[config.mk]
export PLATFORM = sky130hd
export DESIGN_NAME = div_unit_top
export DESIGN_NICKNAME = d
export VERILOG_FILES = /design/src/hw/div_cfg_pkg.sv /design/src/hw/div_types_pkg.sv /design/src/hw/div_sign_prep.sv /design/src/hw/div_array.sv /design/src/hw/div_sign_fix.sv /design/src/hw/div_unit_top.sv
export SDC_FILE = /design/constraint.sdc
export NUM_CORES = 2
export LEC_CHECK = 0
export ABC_AREA = 1
export ABC_CLOCK_PERIOD_IN_PS = 26400
export CELL_PAD_IN_SITES_DETAIL_PLACEMENT = 0
export CELL_PAD_IN_SITES_GLOBAL_PLACEMENT = 1
export CORE_MARGIN = 1.5
export CORE_UTILIZATION = 48
export DETAILED_ROUTE_END_ITERATION = 6
export DONT_BUFFER_PORTS = 1
export GPL_ROUTABILITY_DRIVEN = 0
export GPL_TIMING_DRIVEN = 0
export HOLD_SLACK_MARGIN = 0.1
export PLACE_DENSITY_LB_ADDON = 0.1
export SYNTH_ARGS = -nofsm -noshare
export SYNTH_HDL_FRONTEND = slang
export SYNTH_HIERARCHICAL = 1
export SYNTH_SLANG_ARGS = --single-unit
export TNS_END_PERCENT = 10
[constraint.sdc]
create_clock -name clk -period 26.4 [get_ports clk]
set_input_delay 0 -clock clk [delete_from_list [all_inputs] [get_ports clk]]
set_output_delay 0 -clock clk [all_outputs]
set_load 0.01 [all_outputs]
[src/hw/div_cfg_pkg.sv]
//////////////////////////////////////////////////
// Word width and pipeline shape of the divider
// The stage list must end in a register at step 31
//////////////////////////////////////////////////

package div_cfg_pkg;

	// Operand and result width in bits
	localparam int DIV_XLEN = 32;

	//////////////////////////////////////////////////
	// Stage placement
	//////////////////////////////////////////////////

	// Bit (DIV_XLEN-1-k) set means step k of the array ends in a register
	// One register after every fourth step gives eight balanced stages
	// Step 31 is bit 0, so the array output is always registered
	localparam logic [DIV_XLEN-1:0] DIV_STAGE_LIST = 32'h1111_1111;

	// Number of register stages inside the array
	localparam int DIV_ARRAY_STAGES = $countones(DIV_STAGE_LIST);

	// Request to response in cycles
	// One cycle for the operand register in front of the array
	// and one for the response register behind it
	localparam int DIV_LATENCY = DIV_ARRAY_STAGES + 2;

endpackage

[src/hw/div_types_pkg.sv]
//////////////////////////////////////////////////
// Request, sideband and response types of the divider
// Field widths follow the word width of div_cfg_pkg
//////////////////////////////////////////////////

package div_types_pkg;

	//////////////////////////////////////////////////
	// Operation
	//////////////////////////////////////////////////

	// The four divide operations of the M extension
	typedef enum logic [1:0] {
		DIV_OP_DIV  = 2'd0,
		DIV_OP_DIVU = 2'd1,
		DIV_OP_REM  = 2'd2,
		DIV_OP_REMU = 2'd3
	} div_op_e;

	//////////////////////////////////////////////////
	// Bundles
	//////////////////////////////////////////////////

	// One divide request, dividend in a and divisor in b
	typedef struct packed {
		div_op_e                          op;
		logic [div_cfg_pkg::DIV_XLEN-1:0] a;
		logic [div_cfg_pkg::DIV_XLEN-1:0] b;
	} div_req_t;

	// Flags that ride along with the magnitudes through the array
	// They tell the output stage what to pick and what to negate
	typedef struct packed {
		logic sel_rem;
		logic neg_quo;
		logic neg_rem;
	} div_side_t;

	// Result word of one request
	typedef struct packed {
		logic [div_cfg_pkg::DIV_XLEN-1:0] data;
	} div_rsp_t;

endpackage

[src/hw/div_sign_prep.sv]
//////////////////////////////////////////////////
// Operand register, turns signed operands into magnitudes
// The most negative value passes as its unsigned pattern
//////////////////////////////////////////////////

`timescale 1ns/1ps

module div_sign_prep (
	input  logic                             clk,
	input  logic                             rst,
	input  logic                             i_valid,
	input  div_types_pkg::div_req_t          i_req,
	output logic                             o_valid,
	output logic [div_cfg_pkg::DIV_XLEN-1:0] o_dividend,
	output logic [div_cfg_pkg::DIV_XLEN-1:0] o_divisor,
	output div_types_pkg::div_side_t         o_side
);

	logic                             op_signed;
	logic                             a_neg;
	logic                             b_neg;
	logic                             b_zero;
	logic [div_cfg_pkg::DIV_XLEN-1:0] a_mag;
	logic [div_cfg_pkg::DIV_XLEN-1:0] b_mag;
	div_types_pkg::div_side_t         side;

	//////////////////////////////////////////////////
	// Sign decode
	//////////////////////////////////////////////////

	// DIV and REM treat both operands as two's complement
	assign op_signed = (i_req.op == div_types_pkg::DIV_OP_DIV) ||
		(i_req.op == div_types_pkg::DIV_OP_REM);

	// A sign bit only counts for a signed operation
	assign a_neg  = op_signed & i_req.a[div_cfg_pkg::DIV_XLEN-1];
	assign b_neg  = op_signed & i_req.b[div_cfg_pkg::DIV_XLEN-1];
	assign b_zero = (i_req.b == '0);

	// Negation of the most negative value wraps back onto itself,
	// which is exactly its magnitude read as unsigned
	assign a_mag = a_neg ? -i_req.a : i_req.a;
	assign b_mag = b_neg ? -i_req.b : i_req.b;

	// Quotient sign is the xor of the operand signs
	// A zero divisor keeps the all-ones quotient unsigned
	// Remainder takes the sign of the dividend
	assign side.sel_rem = (i_req.op == div_types_pkg::DIV_OP_REM) ||
		(i_req.op == div_types_pkg::DIV_OP_REMU);
	assign side.neg_quo = (a_neg ^ b_neg) & ~b_zero;
	assign side.neg_rem = a_neg;

	//////////////////////////////////////////////////
	// Output register
	//////////////////////////////////////////////////

	always_ff @(posedge clk or posedge rst) begin
		if (rst) begin
			o_valid    <= 1'b0;
			o_dividend <= '0;
			o_divisor  <= '0;
			o_side     <= '0;
		end else begin
			o_valid    <= i_valid;
			o_dividend <= a_mag;
			o_divisor  <= b_mag;
			o_side     <= side;
		end
	end

endmodule

[src/hw/div_array.sv]
//////////////////////////////////////////////////
// Unrolled unsigned restoring divider, one step per quotient bit
// Latency is the number of set bits in the stage list
//////////////////////////////////////////////////

`timescale 1ns/1ps

module div_array (
	input  logic                             clk,
	input  logic                             rst,
	input  logic                             i_valid,
	input  logic [div_cfg_pkg::DIV_XLEN-1:0] i_dividend,
	input  logic [div_cfg_pkg::DIV_XLEN-1:0] i_divisor,
	input  div_types_pkg::div_side_t         i_side,
	output logic                             o_valid,
	output logic [div_cfg_pkg::DIV_XLEN-1:0] o_quotient,
	output logic [div_cfg_pkg::DIV_XLEN-1:0] o_remainder,
	output div_types_pkg::div_side_t         o_side
);

	typedef logic [div_cfg_pkg::DIV_XLEN-1:0] word_t;

	// Everything one division carries between two steps
	// part holds the partial remainder in its top bits and the
	// dividend bits not yet consumed below it
	typedef struct packed {
		logic                     valid;
		word_t                    part;
		word_t                    dvsr;
		word_t                    quo;
		div_types_pkg::div_side_t side;
	} div_stage_t;

	// Entry 0 is the array input, entry k+1 is the result of step k
	div_stage_t stg [0:div_cfg_pkg::DIV_XLEN];

	assign stg[0] = '{
		valid: i_valid,
		part:  i_dividend,
		dvsr:  i_divisor,
		quo:   '0,
		side:  i_side
	};

	//////////////////////////////////////////////////
	// Restoring steps
	//////////////////////////////////////////////////

	// Step i works on the top i+1 bits of the partial word
	// and produces quotient bit DIV_XLEN-1-i
	for (genvar i = 0; i < div_cfg_pkg::DIV_XLEN; i++) begin : g_step
		logic [i:0] step_rem;
		logic [i:0] step_dvsr;
		logic [i:0] step_diff;
		logic       dvsr_high;
		logic       step_q;
		word_t      low_mask;
		div_stage_t step_next;

		// Partial remainder so far, with the next dividend bit appended
		assign step_rem  = stg[i].part[div_cfg_pkg::DIV_XLEN-1 -: i+1];
		assign step_dvsr = stg[i].dvsr[i:0];

		// Any divisor bit above the step width makes the divisor
		// larger than every value the step can hold
		assign dvsr_high = |(stg[i].dvsr >> (i + 1));

		// A zero divisor always fits, so every quotient bit is set
		// and the dividend falls through untouched as the remainder
		assign step_q    = ~dvsr_high & (step_rem >= step_dvsr);
		assign step_diff = step_q ? (step_rem - step_dvsr) : step_rem;

		// Keep the unconsumed dividend bits below the new remainder
		assign low_mask = (word_t'(1) << (div_cfg_pkg::DIV_XLEN - 1 - i)) - word_t'(1);

		assign step_next.valid = stg[i].valid;
		assign step_next.part  = (stg[i].part & low_mask) |
			(word_t'(step_diff) << (div_cfg_pkg::DIV_XLEN - 1 - i));
		assign step_next.dvsr  = stg[i].dvsr;
		assign step_next.quo   = stg[i].quo |
			(word_t'(step_q) << (div_cfg_pkg::DIV_XLEN - 1 - i));
		assign step_next.side  = stg[i].side;

		// Steps flagged in the stage list end in a register,
		// the others chain straight into the next step
		if (div_cfg_pkg::DIV_STAGE_LIST[div_cfg_pkg::DIV_XLEN-1-i]) begin : g_reg
			div_stage_t stage_q;

			always_ff @(posedge clk or posedge rst) begin
				if (rst) begin
					stage_q <= '0;
				end else begin
					stage_q <= step_next;
				end
			end

			assign stg[i+1] = stage_q;
		end else begin : g_comb
			assign stg[i+1] = step_next;
		end
	end

	//////////////////////////////////////////////////
	// Outputs
	//////////////////////////////////////////////////

	// After the last step the whole word is the remainder
	assign o_valid     = stg[div_cfg_pkg::DIV_XLEN].valid;
	assign o_quotient  = stg[div_cfg_pkg::DIV_XLEN].quo;
	assign o_remainder = stg[div_cfg_pkg::DIV_XLEN].part;
	assign o_side      = stg[div_cfg_pkg::DIV_XLEN].side;

endmodule

[src/hw/div_sign_fix.sv]
//////////////////////////////////////////////////
// Response register, restores signs and picks the result
// Inputs are unsigned quotient and remainder magnitudes
//////////////////////////////////////////////////

`timescale 1ns/1ps

module div_sign_fix (
	input  logic                             clk,
	input  logic                             rst,
	input  logic                             i_valid,
	input  logic [div_cfg_pkg::DIV_XLEN-1:0] i_quotient,
	input  logic [div_cfg_pkg::DIV_XLEN-1:0] i_remainder,
	input  div_types_pkg::div_side_t         i_side,
	output logic                             o_valid,
	output div_types_pkg::div_rsp_t          o_rsp
);

	logic [div_cfg_pkg::DIV_XLEN-1:0] quo_fixed;
	logic [div_cfg_pkg::DIV_XLEN-1:0] rem_fixed;
	div_types_pkg::div_rsp_t          rsp;

	//////////////////////////////////////////////////
	// Sign restore
	//////////////////////////////////////////////////

	// Overflow needs no special case here
	// The magnitude of the most negative dividend over one is already
	// the right pattern and both signs match so it is not negated
	assign quo_fixed = i_side.neg_quo ? -i_quotient : i_quotient;

	// Remainder follows the dividend sign and zero stays zero
	assign rem_fixed = i_side.neg_rem ? -i_remainder : i_remainder;

	assign rsp.data = i_side.sel_rem ? rem_fixed : quo_fixed;

	//////////////////////////////////////////////////
	// Output register
	//////////////////////////////////////////////////

	always_ff @(posedge clk or posedge rst) begin
		if (rst) begin
			o_valid <= 1'b0;
			o_rsp   <= '0;
		end else begin
			o_valid <= i_valid;
			o_rsp   <= rsp;
		end
	end

endmodule

[src/hw/div_unit_top.sv]
//////////////////////////////////////////////////
// Pipelined divide unit, one request per cycle, no stall
// Response follows its request after DIV_LATENCY cycles
//////////////////////////////////////////////////

`timescale 1ns/1ps

module div_unit_top (
	input  logic                    clk,
	input  logic                    rst,
	input  logic                    i_valid,
	input  div_types_pkg::div_req_t i_req,
	output logic                    o_valid,
	output div_types_pkg::div_rsp_t o_rsp
);

	// Operand register to array
	logic                             prep_valid;
	logic [div_cfg_pkg::DIV_XLEN-1:0] prep_dividend;
	logic [div_cfg_pkg::DIV_XLEN-1:0] prep_divisor;
	div_types_pkg::div_side_t         prep_side;

	// Array to response register
	logic                             arr_valid;
	logic [div_cfg_pkg::DIV_XLEN-1:0] arr_quotient;
	logic [div_cfg_pkg::DIV_XLEN-1:0] arr_remainder;
	div_types_pkg::div_side_t         arr_side;

	div_sign_prep u_prep (
		.clk        (clk),
		.rst        (rst),
		.i_valid    (i_valid),
		.i_req      (i_req),
		.o_valid    (prep_valid),
		.o_dividend (prep_dividend),
		.o_divisor  (prep_divisor),
		.o_side     (prep_side)
	);

	// Magnitudes only from here until the sign fix
	div_array u_array (
		.clk         (clk),
		.rst         (rst),
		.i_valid     (prep_valid),
		.i_dividend  (prep_dividend),
		.i_divisor   (prep_divisor),
		.i_side      (prep_side),
		.o_valid     (arr_valid),
		.o_quotient  (arr_quotient),
		.o_remainder (arr_remainder),
		.o_side      (arr_side)
	);

	div_sign_fix u_fix (
		.clk         (clk),
		.rst         (rst),
		.i_valid     (arr_valid),
		.i_quotient  (arr_quotient),
		.i_remainder (arr_remainder),
		.i_side      (arr_side),
		.o_valid     (o_valid),
		.o_rsp       (o_rsp)
	);

endmodule

==> qor.yml <==
clock_network:
  clkLatencyLatePin_ns: 0.69
  ctsLongestPathBuffers: 3
  cts_root_buf: "clkbuf_16"
  cts_buffers: 80
  htreeDepth: 3
  cts_tree: "yes"
  clkTransAtPathRegs_ns: 0.06
  clock_sinks: 757
global_route:
  grt_pass1_wl_um: 314000
  track_usage_pct: 30.9
  grt_pass1_vias: 55900
  overflow: 0
  grt_max_degree: 137
  antenna_found_initial: 9
setup_path:
  slowest_delay_ns: 0.93
  cpMaxStageDelayCell: "nor4b_1"
  cp.required_ns: 26.97
  cp_num_cells: 45
  crit_top_cell: "nand2_1"
  crit_path_max_fanout: 10
  r2r_slack_ns: 15.50
  r2r_cells: 45
  path_class: "reg2reg"
  endpoint_kind: "flip-flop"
  path_buf_inv: 8
  cp.arrival_ns: 11.47
  cp_top_family: "simple AND/OR/NAND/NOR gates"
  critPathLaunchType: "flip-flop"
power_and_ir_drop:
  seqPwrFrac_pct: 26.3
  p_sw_mw: 2.51
  powerDensity_nw_per_um2: 80.1
  power_frac_clock_pct: 20.9
  p_int_mw: 2.93
  max-vdd-ir-drop_uv: 58.1
  power.static_leakage_nw: 36.1
  swShare_pct: 46.1
  combPwrFrac_pct: 52.8
sta:
  final_max_slew_viol_count: 0
  fin_crit_sh_pct: 41.3
  setup_violations: 0
  rsz0062_at_grt: "false"
  relSlewSlack_pct: 26.8
  fin_skew_ns: 0.0349
  hold_violations: 0
  tns_ns: 0
  min_period_ns: 10.90
  clock.fmax_mhz: 91.8
  worst_pin_slew_ns: 1.08
synth:
  synth_compound_area_share_pct: 10.1
  synth-adder-area-share_pct: 11.9
  syn_area_per_cell_um2: 6.95
  synth_flop_cell: "dfrtp_1"
  yosys.area_share.simple_pct: 33.8
  synthesis.nets: 9455
  synth_edf_count: 0
  synth_top_family_by_area: "simple AND/OR/NAND/NOR gates"
  ys_seq_area_share_pct: 30.9
  synth_xor_area_share_pct: 5.35
  netlist.top_cell.by_area: "dfrtp_1"
  ys_top_cells_by_area: "dfrtp_1 31%, nand2_1 16%, ha_1 11%"
  syn_inst: 8823
  synthMuxAreaShare_pct: 0
  synth_top_area_share_pct: 30.9
  synth_commonest_cells: "2,607 x nand2_1, 1,122 x inv_1, 870 x nand3_1"
  async_flop_share_pct: 100
  ys_ff_latch: 757
  synth-warning-count: 6
  synth.most_common_cell: "nand2_1"
  synth_area_um2: 61300
  synth_cell_types: 59
final_layout:
  post-route-util_pct: 53.8
  nets: 9708
  fillers: 12500
  finalNonFillerCells: 10800
  area_growth_pct: 10.8
  drive_gt1_share_pct: 4.35
floorplanning:
  dieArea_um2: 130000
  top_level_ports: 102
  rows: 130
  start_util_pct: 48.6
  dieWidth_um: 360
  dieHeight_um: 360
  core_um2: 126000
placement:
  io_buffers: 0
  place_inst: 10500
  dp_hpwl_um: 170000
detailed_routing:
  viasPerCell: 5.45
  drc_errors: 4
  routed_wirelength_um: 203000
  first_pass_iters: 7
  drt_iter0_drc: 5336
  detail_route.wl_per_cell_um: 18.8
  num_vias: 58800
  ant_nets: 0
min_path:
  min_delay_path_depth: 7
  hold_path.class: "in2reg"
job:
  cap_violations: 0
status:
  status: "finished, violations left"
  violations: "DRC"
[cells in the final DEF, fill, tap and decap left out, types with 28 or more instances in the layout]
cell,n
or2_2,38
o21ai_0,322
nand2_2,38
nand4_1,126
a21o_1,63
ha_1,532
xor2_1,207
dfrtp_1,757
clkbuf_16,81
fa_1,31
buf_2,45
inv_1,1119
nor2_1,653
nor4_1,50
dlygate4sd3_1,165
xnor2_1,168
buf_4,28
nand2_1,2607
nor3_1,95
nand3b_1,61
o21bai_1,50
nand3_1,870
a21oi_1,513
clkbuf_1,29
and2_1,166
[routing by layer]
metal	global-route usage, %	share of wire [%]	vias up
met4	10.5	3.7	4
li1	-	-	29200
met5	0	0.014	-
met3	3.79	6.1	323
met1	42.8	45	27400
met2	49.9	45	1846
[power groups by stage]
stage / combinational, mW / sequential [mW] / clock [mW]
floorplan: 2.09 / 1.39 / 0
global placement: 2.76 / 1.45 / 0
detailed placement: 2.77 / 1.45 / 0
CTS: 2.82 / 1.43 / 1.17
global route: 3.21 / 1.44 / 1.22
finish: 2.87 / 1.43 / 1.14
[what timing repair did]
action / CTS / global route
buffers inserted: 0 / 0
hold endpoints to repair: 598 / 0
endpoints found under the setup margin: 0 / 0
gates resized for setup: 0 / 0
hold buffers: 165 / 0
[through the flow]
step | area, um2 | power [mW] | hold WS [ns] | worst slack, ns
2_1_floorplan | 61300 | 3.47 | 0.0314 | 8.02
3_3_place_gp | 63400 | 4.21 | 0.0315 | 2.38
3_5_place_dp | 63600 | 4.22 | -0.246 | 15.97
4_1_cts | 67900 | 5.41 | 0.120 | 15.88
5_1_grt | 67900 | 5.87 | 0.169 | 15.04
6_report | 67900 | 5.44 | 0.176 | 15.50
[worst reg2reg max path: cells and delay by family, from the launching register on]
family	cells	cell delay, ns
AO/OA/AOI/OAI	2	0.39
buffers and inverters	8	2.22
adder cells (fa/ha/maj)	4	1.58
AND/OR/NAND/NOR	31	6.25
flip-flops	1	0.36
[logic make-up (layout without fill, tap and decap cells)]
kind of cell / Yosys count / count (layout)
and+or+nand+nor: 4767 / 4767
buffers and inverters: 1254 / 1572
AOI/OAI and AO/OA: 1107 / 1107
DFF: 757 / 757
adders and majority gates: 563 / 563
xor gates and xnor gates: 375 / 375
other: 0 / 3
[state kept, by name, indices dropped and copies added, names as in the netlist]
register / count
u_prep/o_divisor: 32
u_fix/o_rsp: 32
u_array/o_side: 3
u_prep/o_side: 3
u_array/g_step.step_dvsr: 43
u_prep/o_valid: 1
u_fix/o_valid: 1
u_array/g_step.g_reg.stage_q: 520
u_array/o_quotient: 32
u_array/o_valid: 1
u_prep/o_dividend: 32
u_array/g_step.step_next: 25
u_array/o_remainder: 32
[path summary, 6_finish.rpt]
| path | start | endpoint |
|---|---|---|
| setup / recovery | u_array/g_step[31].step_dvsr[28]$_DFF_PP0_ | u_array/o_remainder[30]$_DFF_PP0_ |
| hold / removal | i_req[27] | u_prep/o_divisor[29]$_DFF_PP0_ |
| setup reg to reg | u_array/g_step[31].step_dvsr[28]$_DFF_PP0_ | u_array/o_remainder[30]$_DFF_PP0_ |
| hold reg to reg | u_array/g_step[27].g_reg.stage_q[20]$_DFF_PP0_ | u_array/o_quotient[17]$_DFF_PP0_ |
| max in group asynchronous | rst | u_array/g_step[23].g_reg.stage_q[98]$_DFF_PP0_ |
| min in group asynchronous | rst | u_array/g_step[23].g_reg.stage_q[26]$_DFF_PP0_ |
[layout make-up]
class | instances | area, um2 | area share [%]
inverter | 1145 | 4320 | 6.35
sequential | 757 | 18900 | 27.9
multi-input combinational | 6812 | 37400 | 55.1
antenna | 3 | 7.51 | 0.0111
timing repair buffer | 171 | 1820 | 2.67
clock buffer | 99 | 2190 | 3.23
tap | 1650 | 2060 | 3.04
clock inverter | 48 | 505 | 0.744
buffer | 109 | 638 | 0.939
(Power assumes the default switching activity.)
